$ cat src/verilog/cpuCtrlPkg.sv
// Control definitions shared by the sequencer and the datapath blocks
package cpuCtrlPkg;

   // Source that drives the internal bus
   typedef enum logic [2:0] {
      busNone = 3'd0,
      busPc   = 3'd1,
      busMdr  = 3'd2,
      busReg  = 3'd3,
      busRz   = 3'd4,
      busImm  = 3'd5
   } busSrcT;

   // Instruction phases, idle between runs
   typedef enum logic [3:0] {
      T0   = 4'd0,
      T1   = 4'd1,
      T2   = 4'd2,
      T3   = 4'd3,
      T4   = 4'd4,
      T5   = 4'd5,
      T6   = 4'd6,
      T7   = 4'd7,
      idle = 4'd8
   } phaseT;

   typedef enum logic [1:0] {
      aluAdd = 2'd0,
      aluSub = 2'd1,
      aluAnd = 2'd2,
      aluOr  = 2'd3
   } aluOpT;

   // One control word per cycle, all fields are single-cycle levels
   typedef struct packed {
      busSrcT busSrc;
      logic   pcIn;
      logic   incPc;
      logic   irIn;
      logic   marIn;
      logic   mdrRead;
      logic   mdrBusIn;
      logic   memWrite;
      logic   ryIn;
      logic   rzIn;
      logic   regIn;
      logic   gra;
      logic   grb;
      logic   grc;
      logic   baOut;
      aluOpT  aluOp;
   } ctrlWordT;

endpackage

$ cat src/verilog/cpuIsaPkg.sv
// Instruction set definitions: formats, opcodes, register and memory sizes
package cpuIsaPkg;

   // Data and bus width
   localparam int dataW = 32;

   localparam int regCount = 16;
   localparam int regIdxW = $clog2(regCount);

   localparam int memDepth = 256;
   localparam int memAddrW = $clog2(memDepth);

   localparam int immW = 19;

   typedef logic [regIdxW-1:0] regIdxT;
   typedef logic [memAddrW-1:0] memAddrT;

   // Codes outside this list execute as halt
   typedef enum logic [4:0] {
      opLd   = 5'd0,
      opLdi  = 5'd1,
      opSt   = 5'd2,
      opAdd  = 5'd3,
      opSub  = 5'd4,
      opAnd  = 5'd5,
      opOr   = 5'd6,
      opHalt = 5'd7
   } opcodeT;

   // Register format used by the ALU ops
   typedef struct packed {
      opcodeT      opcode;
      regIdxT      ra;
      regIdxT      rb;
      regIdxT      rc;
      logic [14:0] unused;
   } rFmtT;

   // Immediate format used by ld, ldi and st
   typedef struct packed {
      opcodeT                  opcode;
      regIdxT                  ra;
      regIdxT                  rb;
      logic signed [immW-1:0]  imm;
   } iFmtT;

   // One instruction word seen through both formats
   typedef union packed {
      rFmtT r;
      iFmtT i;
   } instrT;

   // Record emitted when an instruction completes
   typedef struct packed {
      logic             isStore;
      regIdxT           dest;
      memAddrT          addr;
      logic [dataW-1:0] data;
   } retireT;

endpackage
$ cat src/verilog/aluUnit.sv
// Combinational ALU between the RY operand and RZ result registers
`timescale 1ns/1ps

module aluUnit import cpuIsaPkg::*, cpuCtrlPkg::*; (
   input  logic             Clock,
   input  logic             arstN,
   input  ctrlWordT         ctrl,
   input  logic [dataW-1:0] busIn,
   output logic [dataW-1:0] rzOut
);

   logic [dataW-1:0] ry;
   logic [dataW-1:0] rz;
   logic [dataW-1:0] aluResult;

   // First operand is RY, second comes straight from the bus
   always_comb begin
      case (ctrl.aluOp)
         aluAdd:  aluResult = ry + busIn;
         aluSub:  aluResult = ry - busIn;
         aluAnd:  aluResult = ry & busIn;
         aluOr:   aluResult = ry | busIn;
         default: aluResult = ry + busIn;
      endcase
   end

   always_ff @(posedge Clock or negedge arstN) begin
      if (!arstN) begin
         ry <= '0;
      end else if (ctrl.ryIn) begin
         ry <= busIn;
      end
   end

   always_ff @(posedge Clock or negedge arstN) begin
      if (!arstN) begin
         rz <= '0;
      end else if (ctrl.rzIn) begin
         rz <= aluResult;
      end
   end

   assign rzOut = rz;

endmodule

$ cat config.mk
export PLATFORM = sky130hd
export DESIGN_NAME = aluUnit
export DESIGN_NICKNAME = d
export VERILOG_FILES = /design/src/verilog/cpuCtrlPkg.sv /design/src/verilog/cpuIsaPkg.sv /design/src/verilog/aluUnit.sv
export SDC_FILE = /design/constraint.sdc
export NUM_CORES = 1
export LEC_CHECK = 0
export ABC_AREA = 1
export BUFFER_PORTS_ARGS = -buffer_cell sky130_fd_sc_hd__buf_2
export CORE_MARGIN = 1.5
export CORE_UTILIZATION = 60
export CTS_CLUSTER_SIZE = 14
export DETAILED_ROUTE_END_ITERATION = 10
export PLACE_DENSITY = 0.92
export SLEW_MARGIN = 10
export SYNTH_ARGS = -nofsm -noshare
export SYNTH_HDL_FRONTEND = slang
export SYNTH_SLANG_ARGS = --single-unit
$ cat constraint.sdc
create_clock -name Clock -period 4.4 [get_ports Clock]
set_input_delay 0.88 -clock Clock [delete_from_list [all_inputs] [get_ports Clock]]
set_output_delay 0.88 -clock Clock [all_outputs]
set_load 0.01 [all_outputs]
==> key figures <==
Die
  – Rows: 37
  – Core area: 10400 um2
  – Initial core utilization: 0.621
  – Die span in x: between 100 and 150 um
  – Die Ht: ~110 um
  – Boundary pin count: 85
  – Die ar.: approximately 11000 um2

CTS
  – Clock Tree Root: clkbuf_8
  – Hold_buf cts: 0
  – CTS tree: yes
  – Number of gates resized after CTS: 0
  – Htree depth: 3
  – Clk pin slew, worst setup/hold paths: ~0.080 ns
  – Clock tree sinks: between 60 and 70
  – Worst skew pair latency: around 0.37 ns
  – Postcts setup bufs: 0
  – Cts bufs inserted: 9
  – CTS max path bufs: 2

Critical path
  – Req. time, crit path: between 4 and 5 ns
  – Crit-path slowest cell: nor2_4
  – Critical path launch point type: input port
  – Setup crit start: ctrl[1]
  – CP max FO: 23
  – CP endpoint: rzOut[28]
  – Critical Path AT: slightly below 4 ns
  – Worst reg2reg endpoint: rzOut[28]
  – Reg-to-reg startpoint: ry[0]
  – Slowest Stage Delay on Critical Path: 0.40 ns
  – WS Path Type: in -> reg
  – Critical Path Sink Type: flip-flop
  – Register-to-Register Setup Slack: about 1.8 ns
  – Reg2reg path depth: 15
  – Worst path cell trace: buf_2, nor2_4, inv_2, o21ai_0, xor2_1, inv_1, ha_1, nand2_1, inv_1, a21oi_2, nand2_2, nand2_1, nand2_1, nand2_1, nand2_1, nand2_1, nand3_1, a21oi_1
  – CP dominant cell by count: nand2_1

Layout
  – Antenna cells: 0
  – Layout cells sized above 1: 0.118
  – Layout area overhead: 9.25%
  – Final Net Count: 1194
  – Final std cells w/o fill: 1245
  – Core utilization of the finished layout: 0.679

Job
  – Max cap viols: 0

Synthesis
  – Count leader, synth: nand2_1
  – Syn_nets: ~1100
  – Post-synth ARST share: 1.00
  – Syn Area/Cell: around 6 um2
  – Synth top cells by count: nand2_1, inv_1, nor2_1, a21oi_1, dfrtp_1
  – Ys Warns: 0
  – EDFF count, synth: 0
  – Synth area leaders: dfrtp_1, nand2_1, inv_1, nor2_1, ha_1
  – Register bit count reported by yosys: 64
  – Post-Synthesis Cells: around 1000
  – Post-synth top flop: dfrtp_1
  – Mapped cell area: 6440 um2
  – Top cell type's share of synthesized area: 0.249
  – Area leader, netlist: dfrtp_1
  – Share of the yosys chip area belonging to registers: 0.249
  – Unique masters post-synth: 45

Global route
  – Largest net degree at the start of global routing: 65
  – Vias in the first global route: 6549
  – First-pass GRT wire length: 32.2 mm
  – Total grt overflow: 0
  – Initial antenna violation count: 1
  – GRT Util Overall: 0.371

Routing
  – Via count: 7017
  – DRC: 0
  – Final wirelength: roughly 20 mm
  – DRT Pass-1 Iters: 7
  – DR WL/cell: 16.1 um
  – Starting DRT DRC Count: about 600
  – Final ANT Viol Nets: 0
  – Vias per cell: about 5.6

Status
  – Outcome: complete, no violations

Timing
  – Slew margin rel.: 0.263
  – Clock Skews: 0.0144 ns
  – Final period util: 0.827
  – Max Clock Freq: roughly 0.27 GHz
  – Slew @ Worst Pin: 1.11 ns
  – Max-slew violations: 0
  – Setup repair after global routing missed its margin: no
  – Final setup fails: 0
  – Tmin final: roughly 3.6 ns
  – Sum Neg Setup Slack: 0 ns
  – Final hold violation count: 0

Power
  – Sw Ratio: 0.441
  – Clock power frac: 0.216
  – Pleak: between 3 and 4 nW
  – Pint: 1.21 mW
  – Cell Pwr Density: 309 nW/um2
  – Switching pwr: between 0.9 and 1 mW
  – Flop pwr share: 0.334
  – Part of the power in combinational logic: 0.450
  – Max VDD drop: between 0.0002 and 0.00025 V

Placement
  – Hpwl dp: between 15 and 20 mm
  – I/O Buffers: between 60 and 70
  – Dpl cells: ~1200
  – GP Congestion: about 0.99

Min path
  – Min-Delay Path Class: reg -> reg
  – Worst Hold Launch: rzOut[0]
==> state kept, by name (all words and copies together), names as in the netlist <==
signal,cells
rzOut,32
ry,32
==> layout make-up <==
type                       count  area [um2]
clock buffer                  13         149
clock inverter                 1        5.00
fill                         998        3330
inverter                     190         713
multi-input combinational    766        4010
sequential                    64        1600
tap                          136         170
timing repair buffer          75         390
==> routing by layer <==
layer | global-route usage | vias to the layer above | wire [um]
met5 | 0 | - | 0
met2 | 0.546 | 362 | 8490
met4 | 0.153 | 0 | 517
li1 | - | 3444 | -
met3 | 0.0894 | 46 | 2360
met1 | 0.520 | 3165 | 8650
==> kinds of logic (layout without fill, tap and decap cells) <==
kind of cell | Yosys count | count (layout) | share of synthesized area
and+or+nand+nor | 535 | 535 | 0.359
buffers and inverters | 216 | 279 | 0.130
AOI/OAI and AO/OA | 166 | 166 | 0.153
DFF | 64 | 64 | 0.249
adders and majority gates | 35 | 35 | 0.0692
xor gates and xnor gates | 30 | 30 | 0.0408
==> per-stage QoR <==
| stage | hold WS (ns) | setup slack [ns] | instance area, um2 | power (mW) |
|---|---|---|---|---|
| after floorplan | 0.515 | 1.25 | 6440 | 1.38 |
| after global placement | 0.460 | 0.555 | 6880 | 1.66 |
| after detailed placement | 0.476 | 0.518 | 6880 | 1.68 |
| after CTS | 0.495 | 0.893 | 7040 | 2.15 |
| after global routing | 0.524 | 0.533 | 7040 | 2.31 |
| final | 0.498 | 0.760 | 7040 | 2.17 |
==> worst max-delay path: cells and delay by family <==
family	cells	cell delay, ns
xor gates and xnor gates	1	0.18
adders and majority gates	1	0.34
and+or+nand+nor	9	1.24
AOI/OAI and AO/OA	3	0.62
buffers and inverters	4	0.64
==> how the worst min path moves through the flow <==
stage | endpoint | depth (start not counted) | slack, ns
6_report | rzOut[0] | 2 | 0.50
5_1_grt | rzOut[1] | 2 | 0.52
4_1_cts | rzOut[0] | 2 | 0.49
3_5_place_dp | rzOut[31] | 2 | 0.48
3_3_place_gp | rzOut[31] | 2 | 0.46
2_1_floorplan | rzOut[31] | 2 | 0.52
==> power groups by stage <==
| stage | clock network, mW | registers (mW) | logic (mW) |
|---|---|---|---|
| after floorplan | 0 | 0.750 | 0.630 |
| after CTS | 0.471 | 0.724 | 0.954 |
| after detailed placement | 0 | 0.734 | 0.951 |
| after global placement | 0 | 0.731 | 0.932 |
| final | 0.468 | 0.726 | 0.977 |
| after global routing | 0.490 | 0.735 | 1.09 |
==> placed cells by master (no fill, tap or decap), drive strengths merged, types with 7 or more instances in the layout <==
cell type / instances
nand3: 53
a31oi: 19
nor3: 8
xor2: 30
a21oi: 75
nand2: 309
or2: 7
ha: 34
nand3b: 8
nor2: 131
o21ai: 44
buf: 75
inv: 190
a311oi: 18
nand4: 12
dfrtp: 64
clkbuf: 13
No activity file was read; power rests on OpenSTA's default activity.
