$ cat src/verilog/cpuCtrlPkg.sv
// Control definitions shared by the sequencer and the datapath blocks
package cpuCtrlPkg;

   // Source that drives the internal bus
   typedef enum logic [2:0] {
      busNone = 3'd0,
      busPc   = 3'd1,
      busMdr  = 3'd2,
      busReg  = 3'd3,
      busRz   = 3'd4,
      busImm  = 3'd5
   } busSrcT;

   // Instruction phases, idle between runs
   typedef enum logic [3:0] {
      T0   = 4'd0,
      T1   = 4'd1,
      T2   = 4'd2,
      T3   = 4'd3,
      T4   = 4'd4,
      T5   = 4'd5,
      T6   = 4'd6,
      T7   = 4'd7,
      idle = 4'd8
   } phaseT;

   typedef enum logic [1:0] {
      aluAdd = 2'd0,
      aluSub = 2'd1,
      aluAnd = 2'd2,
      aluOr  = 2'd3
   } aluOpT;

   // One control word per cycle, all fields are single-cycle levels
   typedef struct packed {
      busSrcT busSrc;
      logic   pcIn;
      logic   incPc;
      logic   irIn;
      logic   marIn;
      logic   mdrRead;
      logic   mdrBusIn;
      logic   memWrite;
      logic   ryIn;
      logic   rzIn;
      logic   regIn;
      logic   gra;
      logic   grb;
      logic   grc;
      logic   baOut;
      aluOpT  aluOp;
   } ctrlWordT;

endpackage

$ cat src/verilog/cpuIsaPkg.sv
// Instruction set definitions: formats, opcodes, register and memory sizes
package cpuIsaPkg;

   // Data and bus width
   localparam int dataW = 32;

   localparam int regCount = 16;
   localparam int regIdxW = $clog2(regCount);

   localparam int memDepth = 256;
   localparam int memAddrW = $clog2(memDepth);

   localparam int immW = 19;

   typedef logic [regIdxW-1:0] regIdxT;
   typedef logic [memAddrW-1:0] memAddrT;

   // Codes outside this list execute as halt
   typedef enum logic [4:0] {
      opLd   = 5'd0,
      opLdi  = 5'd1,
      opSt   = 5'd2,
      opAdd  = 5'd3,
      opSub  = 5'd4,
      opAnd  = 5'd5,
      opOr   = 5'd6,
      opHalt = 5'd7
   } opcodeT;

   // Register format used by the ALU ops
   typedef struct packed {
      opcodeT      opcode;
      regIdxT      ra;
      regIdxT      rb;
      regIdxT      rc;
      logic [14:0] unused;
   } rFmtT;

   // Immediate format used by ld, ldi and st
   typedef struct packed {
      opcodeT                  opcode;
      regIdxT                  ra;
      regIdxT                  rb;
      logic signed [immW-1:0]  imm;
   } iFmtT;

   // One instruction word seen through both formats
   typedef union packed {
      rFmtT r;
      iFmtT i;
   } instrT;

   // Record emitted when an instruction completes
   typedef struct packed {
      logic             isStore;
      regIdxT           dest;
      memAddrT          addr;
      logic [dataW-1:0] data;
   } retireT;

endpackage
$ cat src/verilog/controlSequencer.sv
// Phase sequencer decoding the IR into one control word per cycle
`timescale 1ns/1ps

module controlSequencer import cpuIsaPkg::*, cpuCtrlPkg::*; (
   input  logic     Clock,
   input  logic     arstN,
   input  logic     start,
   input  instrT    ir,
   output ctrlWordT ctrl,
   output logic     busy,
   output logic     halted,
   output logic     retireValid,
   output logic     retireStore
);

   phaseT  phase;
   phaseT  nextPhase;
   opcodeT op;
   logic   isAlu;
   logic   isLd;
   logic   isLdi;
   logic   isSt;
   logic   isHalt;
   logic   shortOp;
   aluOpT  decodedAluOp;

   // Opcode decode, anything unknown is treated as halt
   assign op      = ir.r.opcode;
   assign isAlu   = (op == opAdd) || (op == opSub) || (op == opAnd) || (op == opOr);
   assign isLd    = (op == opLd);
   assign isLdi   = (op == opLdi);
   assign isSt    = (op == opSt);
   assign isHalt  = !(isAlu || isLd || isLdi || isSt);
   assign shortOp = isAlu || isLdi;

   always_comb begin
      case (op)
         opSub:   decodedAluOp = aluSub;
         opAnd:   decodedAluOp = aluAnd;
         opOr:    decodedAluOp = aluOr;
         default: decodedAluOp = aluAdd;
      endcase
   end

   always_comb begin
      nextPhase = phase;
      case (phase)
         idle:    nextPhase = start ? T0 : idle;
         T0:      nextPhase = T1;
         T1:      nextPhase = T2;
         T2:      nextPhase = T3;
         T3:      nextPhase = isHalt ? idle : T4;
         T4:      nextPhase = T5;
         T5:      nextPhase = shortOp ? T0 : T6;
         T6:      nextPhase = T7;
         T7:      nextPhase = T0;
         default: nextPhase = idle;
      endcase
   end

   always_ff @(posedge Clock or negedge arstN) begin
      if (!arstN) begin
         phase  <= idle;
         halted <= 1'b0;
      end else begin
         phase <= nextPhase;
         if (phase == idle && start)
            halted <= 1'b0;
         else if (phase == T3 && isHalt)
            halted <= 1'b1;
      end
   end

   assign busy = (phase != idle);

   // Control word for the current phase
   always_comb begin
      ctrl = '0;
      ctrl.busSrc = busNone;
      ctrl.aluOp  = aluAdd;
      case (phase)
         T0: begin
            ctrl.busSrc = busPc;
            ctrl.marIn  = 1'b1;
            ctrl.incPc  = 1'b1;
         end
         T1: ctrl.mdrRead = 1'b1;
         T2: begin
            ctrl.busSrc = busMdr;
            ctrl.irIn   = 1'b1;
         end
         T3: begin
            if (!isHalt) begin
               // Base register, R0 reads as zero here
               ctrl.busSrc = busReg;
               ctrl.grb    = 1'b1;
               ctrl.baOut  = 1'b1;
               ctrl.ryIn   = 1'b1;
            end
         end
         T4: begin
            ctrl.rzIn = 1'b1;
            if (isAlu) begin
               ctrl.busSrc = busReg;
               ctrl.grc    = 1'b1;
               ctrl.aluOp  = decodedAluOp;
            end else begin
               ctrl.busSrc = busImm;
            end
         end
         T5: begin
            ctrl.busSrc = busRz;
            if (shortOp) begin
               ctrl.gra   = 1'b1;
               ctrl.regIn = 1'b1;
            end else begin
               ctrl.marIn = 1'b1;
            end
         end
         T6: begin
            if (isLd) begin
               ctrl.mdrRead = 1'b1;
            end else begin
               ctrl.busSrc   = busReg;
               ctrl.gra      = 1'b1;
               ctrl.mdrBusIn = 1'b1;
            end
         end
         T7: begin
            // Store data stays visible on the bus for the retire record
            ctrl.busSrc = busMdr;
            if (isLd) begin
               ctrl.gra   = 1'b1;
               ctrl.regIn = 1'b1;
            end else begin
               ctrl.memWrite = 1'b1;
            end
         end
         default: ;
      endcase
   end

   assign retireValid = (phase == T5 && shortOp) || (phase == T7);
   assign retireStore = (phase == T7) && isSt;

   // A cycle never both writes a register and memory
   assert property (@(posedge Clock) disable iff (!arstN)
      !(ctrl.regIn && ctrl.memWrite));

   // No retire while idle or once halted
   assert property (@(posedge Clock) disable iff (!arstN)
      retireValid |-> busy && !halted);

endmodule

$ cat config.mk
export PLATFORM = sky130hd
export DESIGN_NAME = controlSequencer
export DESIGN_NICKNAME = d
export VERILOG_FILES = /design/src/verilog/cpuCtrlPkg.sv /design/src/verilog/cpuIsaPkg.sv /design/src/verilog/controlSequencer.sv
export SDC_FILE = /design/constraint.sdc
export NUM_CORES = 1
export LEC_CHECK = 0
export BUFFER_PORTS_ARGS = -buffer_cell sky130_fd_sc_hd__buf_2
export CORE_UTILIZATION = 38
export CTS_CLUSTER_DIAMETER = 80
export DETAILED_ROUTE_END_ITERATION = 10
export PLACE_DENSITY = 0.95
export SLEW_MARGIN = 0
export SYNTH_ARGS = -nofsm -noshare
export SYNTH_HDL_FRONTEND = slang
export SYNTH_SLANG_ARGS = --single-unit
$ cat constraint.sdc
create_clock -name Clock -period 2.4 [get_ports Clock]
set_clock_uncertainty 0.2 [all_clocks]
set_input_delay 0.12 -clock Clock [delete_from_list [all_inputs] [get_ports Clock]]
set_output_delay 0.12 -clock Clock [all_outputs]
set_load 0.005 [all_outputs]
==> results.toml <==
[run_status]
status = "finished clean"

[critical_path]
r2r_cells = 3
worst-endpoint-arrival_ns = 1.85
regToRegEndpoint = "phase[2]"
timing.critical_path.to_type = "output pin"
rr_startpoint = "phase[1]"
worst-setup-path-type = "reg -> out"
worstPathRequired_ns = 2.08
reg2reg_setup_slack_ns = 0.71
crit_path_max_fanout = 14
critical_path.startpoint_type = "flip-flop"

[clock_network]
worstSkewPairLatency_ns = 0.24
tritoncts = "done"
post_cts_resized = 0
cts_root_buf = "clkbuf_4"
clock_sink_count = 5
cts_made_buffers = 3
clk_path_buf_depth = 2
clkTransAtPathRegs_ns = 0.05
h_tree_depth = 1

[layout]
antennaDiodeCount = 0
layout.core_utilization = 0.548
nFillCells = 135
finalNetCount = 148
layout-drive-gt1-share = 0.330
area_delta_synth_final_pct = 27.0
layout.cells.non_filler = 127

[synth]
flip_flop_and_latch_count_after_synthesis = 5
synth_top_cells_by_count = "nor2_1, inv_1, nand2_1, nor3_1"
postSynth.asyncResetShare = 1.00
dominantRegCellSynth = "dfrtp_1"
post_synth.cell_area_avg_um2 = 7.02
ys_types = 36
most_common_cell_in_the_netlist = "nor2_1"
synth.yosys.seq_area_share = 0.212
syn-instance-count = 85
synthesis.yosys.warnings = 0
synth.top_cells.by_area = "dfrtp_1, nor2_1, buf_4, dfstp_2, nor3_1"
syn_area_um2 = 597
synth_largest_area_cell = "dfrtp_1"
post-synth-top-area-fraction = 0.168
synth_fp_nets = 120
synth-edff-count = 0

[min_path]
worstHoldPathType = "in -> async"

[grt]
grt_pass1_vias = 624
antenna_found_initial = 0
globalRouteTotalUtil = 0.190
grt_pass1_wl_mm = 2.63
gr-total-overflow = 0
grt_start_max_net_pins = 16

[detailed_routing]
routed_via_density = 5.89
routed_wire_length_per_instance_um = 12.9
number_of_routed_nets_with_antenna_violations = 0
drtIter0Drc = 46
wl_mm = 1.64
drcViolationCount = 0
num_vias = 748
drt-pass1-iter-count = 4

[placed_design]
dp.cells = 121
detailedPlacementHpwl_mm = 1.27
port-buffer-count = 29
gp_routability_congestion = 0.982

[flow_run]
drv_cap = 0

[floorplan]
initial_core_util = 0.432
top_level_ports = 58
std_cell_rows = 13
die_h_um = 41.6
die_width_um = 41.6
floorplan.die_area_um2 = 1730
core_um2 = 1380

[pwr]
standby_leakage_power_nw = 0.366
cellPowerDensity_nw_per_um2 = 895
finalPower_mw = 0.679
worst_ir_drop_vdd_mv = 0.462

[sta]
worst_slew_margin_rel = 0.652
hold_viol_final = 0
fmax_mhz = 461
hold_slack_ns = 0.0280
period_needed_ns = 2.17
setup_viol = 0
finalCritPeriodShare = 0.904
worst_slew_pin_slew_ns = 0.517
rsz0062_at_grt = "no"
fin_setup_tns_ns = 0
maxSlewViolCount = 0
==> report_power, final <==
| part | switching (mW) | leakage [nW] | internal (mW) | total [mW] |
|---|---|---|---|---|
| logic | 0.197 | 0.292 | 0.175 | 0.372 |
| registers | 0.0879 | 0.0588 | 0.124 | 0.211 |
| clock network | 0.0328 | 0.0150 | 0.0627 | 0.0956 |
==> area by class of cell <==
class | instances | area [um^2] | area share
Tap cell | 15 | 18.8 | 0.0248
Inverter | 5 | 18.8 | 0.0248
Clock buffer | 4 | 26.3 | 0.0347
Multi-Input combinational cell | 66 | 395 | 0.521
Timing Repair Buffer | 32 | 173 | 0.228
Sequential cell | 5 | 126 | 0.167
==> how the worst max path moves through the flow <==
| stage | start | endpoint | slack (ns) | depth (start not counted) |
|---|---|---|---|---|
| after floorplan | phase[0] | ctrl[4] | 0.71 | 4 |
| after global placement | ir[27] | ctrl[5] | 0.57 | 5 |
| after detailed placement | phase[2] | ctrl[5] | 0.52 | 4 |
| after CTS | phase[2] | ctrl[5] | 0.27 | 4 |
| after global routing | phase[1] | ctrl[5] | 0.19 | 4 |
| final | phase[2] | ctrl[5] | 0.23 | 4 |
==> metrics by stage <==
stage	instance area, um^2	setup slack, ns
final	758	0.230
after global routing	758	0.186
after CTS	758	0.272
after detailed placement	712	0.520
after global placement	712	0.571
after floorplan	597	0.713
==> logic make-up after synthesis <==
logic type	after synthesis	synth area share
xor gates and xnor gates	2	0.0294
buffers and inverters	14	0.126
and+or+nand+nor	44	0.379
AOI/OAI and AO/OA	19	0.247
other	1	0.00628
DFF	5	0.212
==> flip-flops by register name, summed over array words and instances (netlist names) <==
signal and cells:
halted 1, phase 4
==> placed cells by master (no fill, tap or decap), drive strengths merged, types with 3 or more instances in the layout <==
| cell | n |
|---|---|
| nor2 | 14 |
| dfrtp | 4 |
| nand2 | 5 |
| nand2b | 3 |
| nand3 | 3 |
| or3 | 3 |
| a21oi | 4 |
| buf | 30 |
| inv | 5 |
| nor4 | 3 |
| clkbuf | 4 |
| nor3 | 5 |
==> per-layer routing <==
metal,track usage,vias up,part of all wire
li1,-,366,-
met1,0.245,332,0.41
met2,0.300,48,0.48
met3,0.0391,2,0.097
met4,0.0903,0,0.0091
met5,0,-,0
==> repair_timing <==
item,in CTS,in global routing
hold buffers,2,0
hold endpoints to repair,6,0
buffers inserted,0,0
==> critical path, stage by stage (launching register included) <==
cell and delay, ns:
dfrtp_1 0.57, nand2b_1 0.21, or4_1 0.54, o311ai_1 0.12, buf_2 0.17
No activity file was read; power rests on OpenSTA's default activity.
