## config.mk

```make
export PLATFORM = sky130hd
export DESIGN_NAME = registerFile
export DESIGN_NICKNAME = d
export VERILOG_FILES = /design/src/verilog/cpuCtrlPkg.sv /design/src/verilog/cpuIsaPkg.sv /design/src/verilog/registerFile.sv
export SDC_FILE = /design/constraint.sdc
export NUM_CORES = 1
export LEC_CHECK = 0
export ABC_AREA = 1
export BUFFER_PORTS_ARGS = -buffer_cell sky130_fd_sc_hd__buf_2
export CORE_MARGIN = 2
export CORE_UTILIZATION = 60
export DETAILED_ROUTE_END_ITERATION = 7
export PLACE_DENSITY_LB_ADDON = 0.12
export SYNTH_ARGS = -nofsm -noshare
export SYNTH_HDL_FRONTEND = slang
export SYNTH_SLANG_ARGS = --single-unit
```

## constraint.sdc

```tcl
create_clock -name Clock -period 3.4 [get_ports Clock]
set_clock_uncertainty 0.2 [all_clocks]
set_input_delay 0.68 -clock Clock [delete_from_list [all_inputs] [get_ports Clock]]
set_output_delay 0.68 -clock Clock [all_outputs]
set_load 0.02 [all_outputs]
```

## src/verilog/cpuCtrlPkg.sv

```systemverilog
// Control definitions shared by the sequencer and the datapath blocks
package cpuCtrlPkg;

   // Source that drives the internal bus
   typedef enum logic [2:0] {
      busNone = 3'd0,
      busPc   = 3'd1,
      busMdr  = 3'd2,
      busReg  = 3'd3,
      busRz   = 3'd4,
      busImm  = 3'd5
   } busSrcT;

   // Instruction phases, idle between runs
   typedef enum logic [3:0] {
      T0   = 4'd0,
      T1   = 4'd1,
      T2   = 4'd2,
      T3   = 4'd3,
      T4   = 4'd4,
      T5   = 4'd5,
      T6   = 4'd6,
      T7   = 4'd7,
      idle = 4'd8
   } phaseT;

   typedef enum logic [1:0] {
      aluAdd = 2'd0,
      aluSub = 2'd1,
      aluAnd = 2'd2,
      aluOr  = 2'd3
   } aluOpT;

   // One control word per cycle, all fields are single-cycle levels
   typedef struct packed {
      busSrcT busSrc;
      logic   pcIn;
      logic   incPc;
      logic   irIn;
      logic   marIn;
      logic   mdrRead;
      logic   mdrBusIn;
      logic   memWrite;
      logic   ryIn;
      logic   rzIn;
      logic   regIn;
      logic   gra;
      logic   grb;
      logic   grc;
      logic   baOut;
      aluOpT  aluOp;
   } ctrlWordT;

endpackage

```

## src/verilog/cpuIsaPkg.sv

```systemverilog
// Instruction set definitions: formats, opcodes, register and memory sizes
package cpuIsaPkg;

   // Data and bus width
   localparam int dataW = 32;

   localparam int regCount = 16;
   localparam int regIdxW = $clog2(regCount);

   localparam int memDepth = 256;
   localparam int memAddrW = $clog2(memDepth);

   localparam int immW = 19;

   typedef logic [regIdxW-1:0] regIdxT;
   typedef logic [memAddrW-1:0] memAddrT;

   // Codes outside this list execute as halt
   typedef enum logic [4:0] {
      opLd   = 5'd0,
      opLdi  = 5'd1,
      opSt   = 5'd2,
      opAdd  = 5'd3,
      opSub  = 5'd4,
      opAnd  = 5'd5,
      opOr   = 5'd6,
      opHalt = 5'd7
   } opcodeT;

   // Register format used by the ALU ops
   typedef struct packed {
      opcodeT      opcode;
      regIdxT      ra;
      regIdxT      rb;
      regIdxT      rc;
      logic [14:0] unused;
   } rFmtT;

   // Immediate format used by ld, ldi and st
   typedef struct packed {
      opcodeT                  opcode;
      regIdxT                  ra;
      regIdxT                  rb;
      logic signed [immW-1:0]  imm;
   } iFmtT;

   // One instruction word seen through both formats
   typedef union packed {
      rFmtT r;
      iFmtT i;
   } instrT;

   // Record emitted when an instruction completes
   typedef struct packed {
      logic             isStore;
      regIdxT           dest;
      memAddrT          addr;
      logic [dataW-1:0] data;
   } retireT;

endpackage
```

## src/verilog/registerFile.sv

```systemverilog
// Register file of sixteen general registers with base-address zeroing
`timescale 1ns/1ps

module registerFile import cpuIsaPkg::*, cpuCtrlPkg::*; (
   input  logic             Clock,
   input  logic             arstN,
   input  ctrlWordT         ctrl,
   input  instrT            ir,
   input  logic [dataW-1:0] busIn,
   output logic [dataW-1:0] regOut,
   output regIdxT           regSel
);

   logic [dataW-1:0] regs [regCount];

   // Select encoder, ra/rb/rc by gra/grb/grc
   always_comb begin
      if (ctrl.gra)
         regSel = ir.r.ra;
      else if (ctrl.grb)
         regSel = ir.r.rb;
      else if (ctrl.grc)
         regSel = ir.r.rc;
      else
         regSel = '0;
   end

   always_ff @(posedge Clock or negedge arstN) begin
      if (!arstN) begin
         for (int i = 0; i < regCount; i++)
            regs[i] <= '0;
      end else if (ctrl.regIn) begin
         regs[regSel] <= busIn;
      end
   end

   // R0 as a base address reads as zero
   always_comb begin
      if (ctrl.baOut && regSel == '0)
         regOut = '0;
      else
         regOut = regs[regSel];
   end

   // Sequencer selects at most one register field at a time
   assert property (@(posedge Clock) disable iff (!arstN)
      $onehot0({ctrl.gra, ctrl.grb, ctrl.grc}));

endmodule

```

==> impl_metrics.xml, run 1 <==
<?xml version="1.0" encoding="UTF-8"?>
<metrics>
  <group name="sta">
    <metric name="slew_headroom" unit="%">57.5</metric>
    <metric name="period_needed" unit="ns">3.38</metric>
    <metric name="final-hold-violation-count" unit="">0</metric>
    <metric name="timing.final.max_slew_violations" unit="">0</metric>
    <metric name="timing.final.setup_violations" unit="">0</metric>
    <metric name="fmax" unit="MHz">296</metric>
    <metric name="setup_slack" unit="ns">0.0170</metric>
    <metric name="hold-worst-slack" unit="ns">0.113</metric>
    <metric name="fin_crit_sh" unit="%">99.5</metric>
    <metric name="tightest_slew" unit="ns">0.638</metric>
    <metric name="setup_total_negative_slack" unit="ns">0</metric>
  </group>
  <group name="critical_path">
    <metric name="worstPathArrival" unit="ns">2.50</metric>
    <metric name="regToRegStartpoint" unit="">regs[393]$_DFFE_PN0P_</metric>
    <metric name="crit_path_cell_trace" unit="">buf_6 &gt; inv_2 &gt; or2_4 &gt; nand2_8 &gt; buf_12 &gt; nor2_4 &gt; buf_6 &gt; clkbuf_16 &gt; nand2_1 &gt; nand3_1 &gt; nand2_1 &gt; nand2_1 &gt; nor2_1 &gt; buf_2</metric>
    <metric name="cp_data_required_time" unit="ns">2.52</metric>
    <metric name="cp-end-kind" unit="">primary output</metric>
    <metric name="critical_path.startpoint" unit="">ctrl[5]</metric>
    <metric name="ff2ff_setup_slack" unit="ns">2.46</metric>
    <metric name="crit_path_max_fanout" unit="">8</metric>
    <metric name="crit_family" unit="">simple AND/OR/NAND/NOR gates</metric>
    <metric name="timing.critical_path.slowest_stage_cell" unit="">or2_4</metric>
    <metric name="critical_path.n_buffers_inverters" unit="">6</metric>
    <metric name="crit_path_frequent_cell" unit="">nand2_1</metric>
    <metric name="critical_setup_path_class" unit="">in -&gt; out</metric>
    <metric name="critPathLaunchType" unit="">input pin</metric>
    <metric name="crit_path_max_incr_delay" unit="ns">0.29</metric>
  </group>
  <group name="floorplanning">
    <metric name="row_count" unit="">74</metric>
    <metric name="die_width" unit="um">207</metric>
    <metric name="start_util" unit="%">60.6</metric>
    <metric name="design.core.area" unit="um2">40600</metric>
    <metric name="die_h" unit="um">207</metric>
    <metric name="floorplan.io_pins" unit="">121</metric>
    <metric name="fp.dieArea" unit="um2">42700</metric>
  </group>
  <group name="place">
    <metric name="dp_hpwl" unit="um">43300</metric>
    <metric name="numPlacedInstances" unit="">3864</metric>
    <metric name="placement.cell_area" unit="um2">26300</metric>
    <metric name="buffer_ports.inserted" unit="">86</metric>
    <metric name="worst_setup_slack_before_clock_tree_synthesis" unit="ns">-0.172</metric>
    <metric name="gpl.final_weighted_congestion" unit="">0.869</metric>
  </group>
  <group name="logic_synthesis">
    <metric name="number_of_distinct_library_cells_after_synthesis" unit="">26</metric>
    <metric name="mappedNetlistNets" unit="">3420</metric>
    <metric name="synthArstFlopShare" unit="%">100</metric>
    <metric name="synth_sequential_area_ratio" unit="%">52.0</metric>
    <metric name="post_synth_inst_count" unit="">3335</metric>
    <metric name="ys_ff_latch" unit="">512</metric>
    <metric name="synth-warning-count" unit="">0</metric>
    <metric name="synth_top_flop_cell" unit="">dfrtp_1</metric>
    <metric name="synth_area" unit="um2">24600</metric>
    <metric name="mean_area_per_synthesized_cell" unit="um2">7.38</metric>
    <metric name="synth_edf_count" unit="">0</metric>
  </group>
  <group name="flow_run">
    <metric name="max_cap_violations" unit="">0</metric>
  </group>
  <group name="clock_network">
    <metric name="max-clock-path-buffers" unit="">3</metric>
    <metric name="cts-buffers-inserted" unit="">54</metric>
    <metric name="number_of_levels_in_the_clock_h_tree" unit="">2</metric>
    <metric name="worst_skew_pair.late_latency" unit="ns">0.60</metric>
    <metric name="clk_pin_slew" unit="ns">0.06</metric>
    <metric name="tritoncts_num_sinks" unit="">512</metric>
    <metric name="clock_tree_from_tritoncts" unit="">done</metric>
    <metric name="cts.root.buffer_cell" unit="">clkbuf_16</metric>
  </group>
  <group name="final_layout">
    <metric name="insertedDiodeCount" unit="">0</metric>
    <metric name="flow.area_growth_from_synthesis" unit="%">17.5</metric>
    <metric name="stdcell_count" unit="">3995</metric>
    <metric name="registers_with_the_most_flip_flops" unit="">regs (512)</metric>
    <metric name="registers.top_by_ff_count" unit="">regs</metric>
    <metric name="layout-drive-gt1-share" unit="%">11.6</metric>
    <metric name="design_area" unit="um2">28900</metric>
    <metric name="postLayoutCoreUtil" unit="%">71.2</metric>
    <metric name="largest_register_ffs" unit="">512</metric>
    <metric name="nNetsFinal" unit="">3509</metric>
  </group>
  <group name="pwr">
    <metric name="design_power_total" unit="mW">20.2</metric>
    <metric name="power_density" unit="nW/um2">698</metric>
    <metric name="vdd.ir_drop.worst" unit="uV">459</metric>
    <metric name="leakage_power_total" unit="nW">15.1</metric>
  </group>
  <group name="detailed_routing">
    <metric name="met1_length" unit="um">31000</metric>
    <metric name="dr.first_iter.drc_count" unit="">2565</metric>
    <metric name="routedWlPerCell" unit="um">18.6</metric>
    <metric name="vias_cell" unit="">5.59</metric>
    <metric name="route.final.wire_length" unit="um">74200</metric>
    <metric name="detailroute.wirelength.met3" unit="um">6240</metric>
    <metric name="route.met2.wl" unit="um">33800</metric>
    <metric name="drcViolationCount" unit="">0</metric>
    <metric name="vias_post_dr" unit="">22300</metric>
    <metric name="topRoutingLayerUsed" unit="">met5</metric>
    <metric name="drtAntennaViolNets" unit="">0</metric>
    <metric name="detailedRoute.firstPassIterationCount" unit="">6</metric>
  </group>
  <group name="status">
    <metric name="result_of_the_run" unit="">completed</metric>
  </group>
  <group name="global_route">
    <metric name="first_global_vias" unit="">20700</metric>
    <metric name="track_usage" unit="%">34.5</metric>
    <metric name="grt_first_pass_wirelength" unit="um">113000</metric>
    <metric name="grt_max_degree" unit="">73</metric>
    <metric name="grt_overflow" unit="">0</metric>
    <metric name="antenna_violations_before_repair" unit="">3</metric>
  </group>
  <group name="hold_path">
    <metric name="min-delay-path-class" unit="">in -&gt; reg</metric>
    <metric name="worst_hold_startpoint" unit="">busIn[7]</metric>
  </group>
</metrics>
-- cell usage in the layout, fill, tap and decap left out, types with 2 or more instances in the layout --
master and instances:
inv_1 345, clkbuf_8 13, nand2_4 2, buf_6 12
nor2_2 17, buf_8 2, buf_4 118, buf_2 66
nand2_1 1324, nand3_2 3, a21oi_1 24, nand2_8 3
nand3_1 73, inv_6 2, nand3b_1 6, dfrtp_1 512
clkbuf_1 15, a31oi_4 2, nand3_4 2, inv_2 6
clkbuf_4 2, a21oi_4 2, nor2_4 8, nor2_1 138
nor3_4 2, buf_16 5, bufinv_16 6, clkinvlp_4 2
o21ai_0 511, buf_12 36, o21ai_1 114, nand2_2 17
clkbuf_16 65
-- routing by layer --
metal | up-vias | global-route usage, %
li1 | 10500 | -
met4 | 6 | 14.2
met2 | 948 | 54.8
met5 | - | 0
met3 | 203 | 5.76
met1 | 10700 | 47.4
-- cell type report --
cell class / count / area, um2
repair buffers: 251 / 2500
clock inverters: 10 / 210
clock buffers: 85 / 1660
inverters: 353 / 1330
fillers: 3187 / 11700
multi-input cells: 2252 / 9750
well taps: 532 / 666
flip-flops and latches: 512 / 12800
-- where the power goes --
group,total (mW),leakage (nW),switching (mW),internal (mW)
Clock,6.23,0.912,2.45,3.78
Combinational,4.97,7.72,2.99,1.97
Sequential,8.98,6.44,0.974,8.01
Total,20.2,15.1,6.41,13.8
-- final timing paths --
kind,end,depth (start not counted)
worst max-delay path,regOut[24],14
worst max register to register,regs[393]$_DFFE_PN0P_,2
worst min register to register,regs[268]$_DFFE_PN0P_,2
min in group asynchronous,regs[67]$_DFFE_PN0P_,2
worst min-delay path,regs[103]$_DFFE_PN0P_,3
max in group asynchronous,regs[265]$_DFFE_PN0P_,3
-- cell usage after synthesis, types with 5 or more instances --
cell,number,area (um2)
buf_4,8,60.1
o21ai_1,111,556
inv_1,346,1300
buf_1,14,52.6
nand2_1,1336,5010
clkbuf_1,128,480
nand3_1,77,385
nor2_4,5,56.3
nand3b_1,6,45.0
nand2_2,7,43.8
nor2_1,156,586
o21ai_0,514,2570
dfrtp_1,512,12800
inv_2,7,26.3
a21oi_1,26,130
buf_2,69,345
-- worst reg2reg max path, cell delays in order (launching register included) --
cell	delay [ns]
dfrtp_1	0.39
nand2_1	0.08
o21ai_0	0.12
-- what timing repair did --
item                                   in CTS  in global routing
setup endpoints to repair                  28                 32
endpoints found under the hold margin      59                  0
hold buffers                                1                  0
pin swaps                                   2                 15
gates cloned                                3                 10
buffers inserted                            1                 21
resized for setup                          14                 69
-- cell families (layout without fill, tap and decap cells) --
group                  count (synthesis)  count (layout)  share of synthesized area (%)
buffers and inverters                573             699                           9.24
DFF                                  512             512                           52.0
and+or+nand+nor                     1595            1597                           25.2
AOI/OAI and AO/OA                    655             655                           13.5
Note: power is estimated with default switching activity, not from simulation.
==> inputs of run 2 (changes only) <==
--- a/config.mk
+++ b/config.mk
@@ -8,9 +8,10 @@
 export ABC_AREA = 1
 export BUFFER_PORTS_ARGS = -buffer_cell sky130_fd_sc_hd__buf_2
 export CORE_MARGIN = 2
-export CORE_UTILIZATION = 60
+export CORE_UTILIZATION = 50
 export DETAILED_ROUTE_END_ITERATION = 7
 export PLACE_DENSITY_LB_ADDON = 0.12
+export SETUP_SLACK_MARGIN = 0.3
 export SYNTH_ARGS = -nofsm -noshare
 export SYNTH_HDL_FRONTEND = slang
 export SYNTH_SLANG_ARGS = --single-unit
==> impl_metrics.xml, run 2 (synthesized netlist as in run 1, its figures left out) <==
<?xml version="1.0" encoding="UTF-8"?>
<metrics>
  <group name="place">
    <metric name="buffer_ports.inserted" unit="">86</metric>
    <metric name="gpl.final_weighted_congestion" unit="">0.831</metric>
    <metric name="numPlacedInstances" unit="">3973</metric>
    <metric name="worst_setup_slack_before_clock_tree_synthesis" unit="ns">-0.346</metric>
    <metric name="dp_hpwl" unit="um">43300</metric>
  </group>
  <group name="final_layout">
    <metric name="largest_register_ffs" unit="">512</metric>
    <metric name="registers.top_by_ff_count" unit="">regs</metric>
    <metric name="insertedDiodeCount" unit="">0</metric>
    <metric name="layout-drive-gt1-share" unit="%">15.0</metric>
    <metric name="flow.area_growth_from_synthesis" unit="%">24.2</metric>
    <metric name="num-fill-cells" unit="">4154</metric>
    <metric name="mostFrequentLayoutCell" unit="">nand2_1</metric>
    <metric name="registers_with_the_most_flip_flops" unit="">regs (512)</metric>
    <metric name="nNetsFinal" unit="">3535</metric>
    <metric name="stdcell_count" unit="">4153</metric>
    <metric name="final_cell_mix" unit="">nand2_1 (1,287), dfrtp_1 (512), o21ai_0 (482)</metric>
  </group>
  <group name="critical_path">
    <metric name="crit_path_max_incr_delay" unit="ns">0.20</metric>
    <metric name="regToRegStartpoint" unit="">regs[475]$_DFFE_PN0P_</metric>
    <metric name="cp_data_required_time" unit="ns">2.52</metric>
    <metric name="timing.critical_path.slowest_stage_cell" unit="">or2_0</metric>
    <metric name="worstPathArrival" unit="ns">2.46</metric>
    <metric name="crit_path_max_fanout" unit="">9</metric>
    <metric name="crit_path_cell_trace" unit="">buf_12 &gt; inv_4 &gt; or2_0 &gt; buf_4 &gt; nand2_8 &gt; buf_12 &gt; buf_12 &gt; buf_8 &gt; nor2_1 &gt; o21ai_0 &gt; nand2_1 &gt; nand2_1 &gt; nand2_1 &gt; nor2_2 &gt; buf_4</metric>
    <metric name="cp-end-kind" unit="">primary output</metric>
    <metric name="critPathLaunchType" unit="">input pin</metric>
    <metric name="critical_path.n_buffers_inverters" unit="">7</metric>
    <metric name="critical_setup_path_class" unit="">in -&gt; out</metric>
    <metric name="critical_path.startpoint" unit="">ctrl[5]</metric>
    <metric name="crit_family" unit="">buffers and inverters</metric>
  </group>
  <group name="sta">
    <metric name="period_needed" unit="ns">3.34</metric>
    <metric name="timing.final.setup_violations" unit="">0</metric>
    <metric name="slew_headroom" unit="%">55.9</metric>
    <metric name="tightest_slew" unit="ns">0.662</metric>
    <metric name="grt_setup_unrepaired" unit="">true</metric>
    <metric name="timing.final.max_slew_violations" unit="">0</metric>
    <metric name="fin_crit_sh" unit="%">98.3</metric>
    <metric name="setup_slack" unit="ns">0.0589</metric>
    <metric name="fmax" unit="MHz">299</metric>
    <metric name="setup_total_negative_slack" unit="ns">0</metric>
    <metric name="final-hold-violation-count" unit="">0</metric>
  </group>
  <group name="detailed_routing">
    <metric name="vias_cell" unit="">5.38</metric>
    <metric name="vias_post_dr" unit="">22300</metric>
    <metric name="detailedRoute.firstPassIterationCount" unit="">6</metric>
    <metric name="dr.first_iter.drc_count" unit="">2326</metric>
    <metric name="route.final.wire_length" unit="um">80500</metric>
    <metric name="drtAntennaViolNets" unit="">0</metric>
    <metric name="routedWlPerCell" unit="um">19.4</metric>
    <metric name="drcViolationCount" unit="">0</metric>
  </group>
  <group name="floorplanning">
    <metric name="die_h" unit="um">226</metric>
    <metric name="fp.dieArea" unit="um2">51000</metric>
    <metric name="die_width" unit="um">226</metric>
    <metric name="floorplan.io_pins" unit="">121</metric>
    <metric name="row_count" unit="">81</metric>
    <metric name="start_util" unit="%">50.5</metric>
    <metric name="design.core.area" unit="um2">48700</metric>
  </group>
  <group name="flow_run">
    <metric name="max_cap_violations" unit="">0</metric>
  </group>
  <group name="clock_network">
    <metric name="max-clock-path-buffers" unit="">3</metric>
    <metric name="clk_pin_slew" unit="ns">0.06</metric>
    <metric name="cts.root.buffer_cell" unit="">clkbuf_16</metric>
    <metric name="number_of_levels_in_the_clock_h_tree" unit="">2</metric>
    <metric name="cts-buffers-inserted" unit="">55</metric>
    <metric name="clock_tree_from_tritoncts" unit="">done</metric>
    <metric name="tritoncts_num_sinks" unit="">512</metric>
    <metric name="worst_skew_pair.late_latency" unit="ns">0.61</metric>
  </group>
  <group name="global_route">
    <metric name="track_usage" unit="%">31.5</metric>
    <metric name="grt_first_pass_wirelength" unit="um">122000</metric>
    <metric name="grt_max_degree" unit="">72</metric>
    <metric name="antenna_violations_before_repair" unit="">1</metric>
    <metric name="grt_overflow" unit="">0</metric>
    <metric name="first_global_vias" unit="">21300</metric>
  </group>
  <group name="status">
    <metric name="result_of_the_run" unit="">completed</metric>
  </group>
  <group name="hold_path">
    <metric name="worst_hold_startpoint" unit="">busIn[0]</metric>
    <metric name="min-delay-path-class" unit="">in -&gt; reg</metric>
  </group>
  <group name="pwr">
    <metric name="leakage_power_total" unit="nW">15.7</metric>
    <metric name="power_density" unit="nW/um2">664</metric>
    <metric name="vdd.ir_drop.worst" unit="uV">365</metric>
  </group>
</metrics>
## run 2: changes by cell type in the layout (fill, tap and decap cells not counted), sizes merged
cell	previous run	this run
nor2	163	164
nand2	1346	1344
buf	239	265
inv	354	352
clkbuf	95	97
clkinvlp	2	4
bufinv	6	0
clkinv	1	6
## run 2: path summary, 6_finish.rpt
path	end	slack (ns)	depth (start not counted)
max	regOut[7]	0.06	15
min	regs[96]$_DFFE_PN0P_	0.1	3
max reg2reg	regs[475]$_DFFE_PN0P_	2.46	2
min reg2reg	regs[284]$_DFFE_PN0P_	0.28	2
max in group asynchronous	regs[493]$_DFFE_PN0P_	1.58	4
min in group asynchronous	regs[69]$_DFFE_PN0P_	0.46	2
## run 2: layout make-up
cell class	count	area, um2	share of cell area, %
multi-input cells	2251	10200	33.3
flip-flops and latches	512	12800	41.9
clock inverters	9	52.6	0.172
clock buffers	87	1670	5.46
inverters	353	1340	4.38
well taps	664	831	2.72
repair buffers	277	3670	12.0
## run 2: timing repair
item / 4_1_cts / 5_1_grt
pin swaps: 36 / 47
hold buffers: 1 / 0
setup endpoints to repair: 32 / 32
endpoints found under the hold margin: 54 / 0
gates resized for setup: 200 / 118
gates cloned: 22 / 11
buffers inserted: 33 / 17
## run 2: stage by stage
step	hold slack [ns]	cell area, um2	utilization (%)	total power, mW
floorplan	0.184	24700	-	12.2
finish	0.0957	30600	62.7	20.3
global route	0.0861	30600	62.7	21.6
detailed placement	0.266	26400	54.2	13.7
global placement	0.258	26400	54.2	13.4
CTS	0.0715	29800	61.1	20.0
## run 2: routing by layer
metal | vias to the layer above | global-route usage [%] | wire (um)
met5 | - | 0 | 8
met1 | 10700 | 42.8 | 34100
met3 | 181 | 4.98 | 5690
met4 | 2 | 10.5 | 2890
met2 | 852 | 51.6 | 37800
li1 | 10600 | - | -
## run 2: power by group
part / total, mW / switching [mW] / internal, mW / leakage, nW
clock: 5.80 / 2.47 / 3.33 / 0.840
sequential: 8.99 / 0.981 / 8.01 / 6.44
combinational: 5.49 / 3.19 / 2.30 / 8.40
## run 2: worst register-to-register path: cells and delay by family (launching register included)
family	cells	cell delay (ns)
AO/OA/AOI/OAI	1	0.11
flip-flops	1	0.41
AND/OR/NAND/NOR	1	0.08
==> inputs of run 3 (changes only) <==
--- a/config.mk
+++ b/config.mk
@@ -7,8 +7,10 @@
 export LEC_CHECK = 0
 export ABC_AREA = 1
 export BUFFER_PORTS_ARGS = -buffer_cell sky130_fd_sc_hd__buf_2
+export CELL_PAD_IN_SITES_DETAIL_PLACEMENT = 0
+export CELL_PAD_IN_SITES_GLOBAL_PLACEMENT = 1
 export CORE_MARGIN = 2
-export CORE_UTILIZATION = 50
+export CORE_UTILIZATION = 46
 export DETAILED_ROUTE_END_ITERATION = 7
 export PLACE_DENSITY_LB_ADDON = 0.12
 export SETUP_SLACK_MARGIN = 0.3
==> impl_metrics.xml, run 3 (synthesized netlist as in run 1, its figures left out) <==
<?xml version="1.0" encoding="UTF-8"?>
<metrics>
  <group name="global_route">
    <metric name="grt_max_degree" unit="">77</metric>
    <metric name="grt_overflow" unit="">0</metric>
    <metric name="first_global_vias" unit="">20600</metric>
    <metric name="grt_first_pass_wirelength" unit="um">122000</metric>
    <metric name="antenna_violations_before_repair" unit="">1</metric>
    <metric name="track_usage" unit="%">28.6</metric>
  </group>
  <group name="sta">
    <metric name="final-hold-violation-count" unit="">0</metric>
    <metric name="grt_setup_unrepaired" unit="">true</metric>
    <metric name="timing.final.setup_violations" unit="">0</metric>
    <metric name="period_needed" unit="ns">3.24</metric>
    <metric name="setup_slack" unit="ns">0.160</metric>
    <metric name="hold-worst-slack" unit="ns">0.0882</metric>
    <metric name="timing.final.max_slew_violations" unit="">0</metric>
    <metric name="slew_headroom" unit="%">56.2</metric>
    <metric name="fin_crit_sh" unit="%">95.3</metric>
    <metric name="tightest_slew" unit="ns">0.657</metric>
    <metric name="fmax" unit="MHz">309</metric>
  </group>
  <group name="final_layout">
    <metric name="nNetsFinal" unit="">3550</metric>
    <metric name="final_cell_mix" unit="">nand2_1 (1,247), dfrtp_1 (512), o21ai_0 (488)</metric>
    <metric name="num-fill-cells" unit="">4781</metric>
    <metric name="largest_register_ffs" unit="">512</metric>
    <metric name="registers_with_the_most_flip_flops" unit="">regs (512)</metric>
    <metric name="registers.top_by_ff_count" unit="">regs</metric>
    <metric name="flow.area_growth_from_synthesis" unit="%">26.1</metric>
    <metric name="mostFrequentLayoutCell" unit="">nand2_1</metric>
    <metric name="layout-drive-gt1-share" unit="%">16.5</metric>
  </group>
  <group name="floorplanning">
    <metric name="die_h" unit="um">235</metric>
    <metric name="start_util" unit="%">46.7</metric>
    <metric name="fp.dieArea" unit="um2">55400</metric>
    <metric name="die_width" unit="um">235</metric>
    <metric name="floorplan.io_pins" unit="">121</metric>
    <metric name="row_count" unit="">84</metric>
    <metric name="design.core.area" unit="um2">52800</metric>
  </group>
  <group name="detailed_routing">
    <metric name="vias_post_dr" unit="">21900</metric>
    <metric name="vias_cell" unit="">5.21</metric>
    <metric name="drtAntennaViolNets" unit="">0</metric>
    <metric name="dr.first_iter.drc_count" unit="">2033</metric>
    <metric name="drcViolationCount" unit="">0</metric>
    <metric name="detailedRoute.firstPassIterationCount" unit="">6</metric>
    <metric name="route.final.wire_length" unit="um">80100</metric>
    <metric name="routedWlPerCell" unit="um">19.1</metric>
  </group>
  <group name="critical_path">
    <metric name="critPathLaunchType" unit="">input pin</metric>
    <metric name="critical_setup_path_class" unit="">in -&gt; out</metric>
    <metric name="critical_path.startpoint" unit="">ctrl[5]</metric>
    <metric name="cp-end-kind" unit="">primary output</metric>
    <metric name="crit_path_max_fanout" unit="">7</metric>
    <metric name="cp_data_required_time" unit="ns">2.52</metric>
    <metric name="regToRegStartpoint" unit="">regs[452]$_DFFE_PN0P_</metric>
    <metric name="worstPathArrival" unit="ns">2.36</metric>
  </group>
  <group name="flow_run">
    <metric name="max_cap_violations" unit="">0</metric>
  </group>
  <group name="hold_path">
    <metric name="min-delay-path-class" unit="">in -&gt; reg</metric>
    <metric name="worst_hold_startpoint" unit="">busIn[14]</metric>
  </group>
  <group name="pwr">
    <metric name="power_switching_share" unit="%">32.2</metric>
    <metric name="cellInternalPower" unit="mW">14.1</metric>
    <metric name="total_switching_power" unit="mW">6.69</metric>
    <metric name="leakage_power_total" unit="nW">15.9</metric>
    <metric name="clkPwrFrac" unit="%">30.3</metric>
    <metric name="combPwrFrac" unit="%">26.6</metric>
    <metric name="seqPwrFrac" unit="%">43.1</metric>
    <metric name="vdd.ir_drop.worst" unit="uV">388</metric>
    <metric name="power_density" unit="nW/um2">670</metric>
  </group>
  <group name="status">
    <metric name="result_of_the_run" unit="">completed</metric>
  </group>
  <group name="clock_network">
    <metric name="cts-buffers-inserted" unit="">57</metric>
    <metric name="number_of_levels_in_the_clock_h_tree" unit="">2</metric>
    <metric name="clock_tree_from_tritoncts" unit="">done</metric>
    <metric name="worst_skew_pair.late_latency" unit="ns">0.61</metric>
    <metric name="max-clock-path-buffers" unit="">3</metric>
    <metric name="clk_pin_slew" unit="ns">0.06</metric>
    <metric name="tritoncts_num_sinks" unit="">512</metric>
    <metric name="cts.root.buffer_cell" unit="">clkbuf_16</metric>
  </group>
  <group name="place">
    <metric name="dp_hpwl" unit="um">45800</metric>
    <metric name="gpl.final_weighted_congestion" unit="">0.801</metric>
    <metric name="buffer_ports.inserted" unit="">86</metric>
    <metric name="worst_setup_slack_before_clock_tree_synthesis" unit="ns">-0.202</metric>
  </group>
</metrics>
==> run 3: cell types whose count changed in the layout (fill, tap and decap cells not counted), sizes merged <==
cell,previous run,this run
buf,265,283
bufbuf,1,0
bufinv,0,2
clkbuf,97,100
clkinv,6,7
clkinvlp,4,2
diode,0,2
nor2,164,163
==> run 3: what timing repair did <==
item / 4_1_cts / 5_1_grt
setup buffers: 45 / 15
setup endpoints to repair: 32 / 32
gates cloned: 16 / 8
hold buffers: 1 / 0
endpoints found under the hold margin: 58 / 0
resized for setup: 206 / 157
pin swaps: 48 / 79
==> run 3: cell type report <==
cell class	count	area [um2]	share of cell area, %
inverters	353	1350	4.34
flip-flops and latches	512	12800	41.3
diodes	2	5.00	0.0161
multi-input cells	2250	10400	33.4
clock inverters	10	106	0.343
well taps	688	861	2.77
repair buffers	291	3740	12.0
clock buffers	93	1810	5.84
==> run 3: path summary, 6_finish.rpt <==
path | slack, ns | end | depth (start not counted)
setup reg to reg | 2.49 | regs[452]$_DFFE_PN0P_ | 2
setup / recovery | 0.16 | regOut[2] | 14
max in group asynchronous | 1.65 | regs[375]$_DFFE_PN0P_ | 3
min in group asynchronous | 0.44 | regs[41]$_DFFE_PN0P_ | 2
hold / removal | 0.09 | regs[110]$_DFFE_PN0P_ | 3
hold reg to reg | 0.28 | regs[221]$_DFFE_PN0P_ | 2
==> run 3: power groups by stage <==
| stage | Clock [mW] | Sequential [mW] | Combinational, mW |
|---|---|---|---|
| 4_1_cts | 6.41 | 8.92 | 5.25 |
| 2_1_floorplan | 0 | 8.78 | 3.37 |
| 3_3_place_gp | 0 | 8.93 | 4.59 |
| 5_1_grt | 6.68 | 9.18 | 6.36 |
| 3_5_place_dp | 0 | 9.01 | 4.71 |
| 6_report | 6.31 | 8.96 | 5.54 |
==> run 3: worst max-delay path, stage by stage <==
cell	delay (ns)
buf_8	0.09
inv_6	0.04
or2_4	0.27
nand2_8	0.16
buf_12	0.16
nor2_4	0.07
buf_6	0.13
buf_16	0.14
nand2_2	0.06
nand3_2	0.09
nor2_4	0.14
nor2_4	0.05
nor2_4	0.14
buf_6	0.14
==> run 3: through the flow <==
step	power, mW	setup TNS [ns]	utilization (%)	std cells	instance area (um2)
2_1_floorplan	12.2	0	-	3335	24700
3_3_place_gp	13.5	-0.513	50.5	4009	26600
3_5_place_dp	13.7	-0.599	50.5	4009	26600
4_1_cts	20.6	0	57.2	4174	30200
5_1_grt	22.2	0	58.8	4198	31000
6_report	20.8	0	58.8	4199	31000
==> run 3: layer usage <==
| metal | wire length, um | share of wire [%] | GRT usage, % | up-vias |
|---|---|---|---|---|
| li1 | - | - | - | 10600 |
| met1 | 36200 | 45 | 40.7 | 10600 |
| met2 | 36800 | 46 | 45.7 | 610 |
| met3 | 5010 | 6.3 | 4.40 | 106 |
| met4 | 2000 | 2.5 | 8.15 | 0 |
| met5 | 0 | 0 | 0 | - |
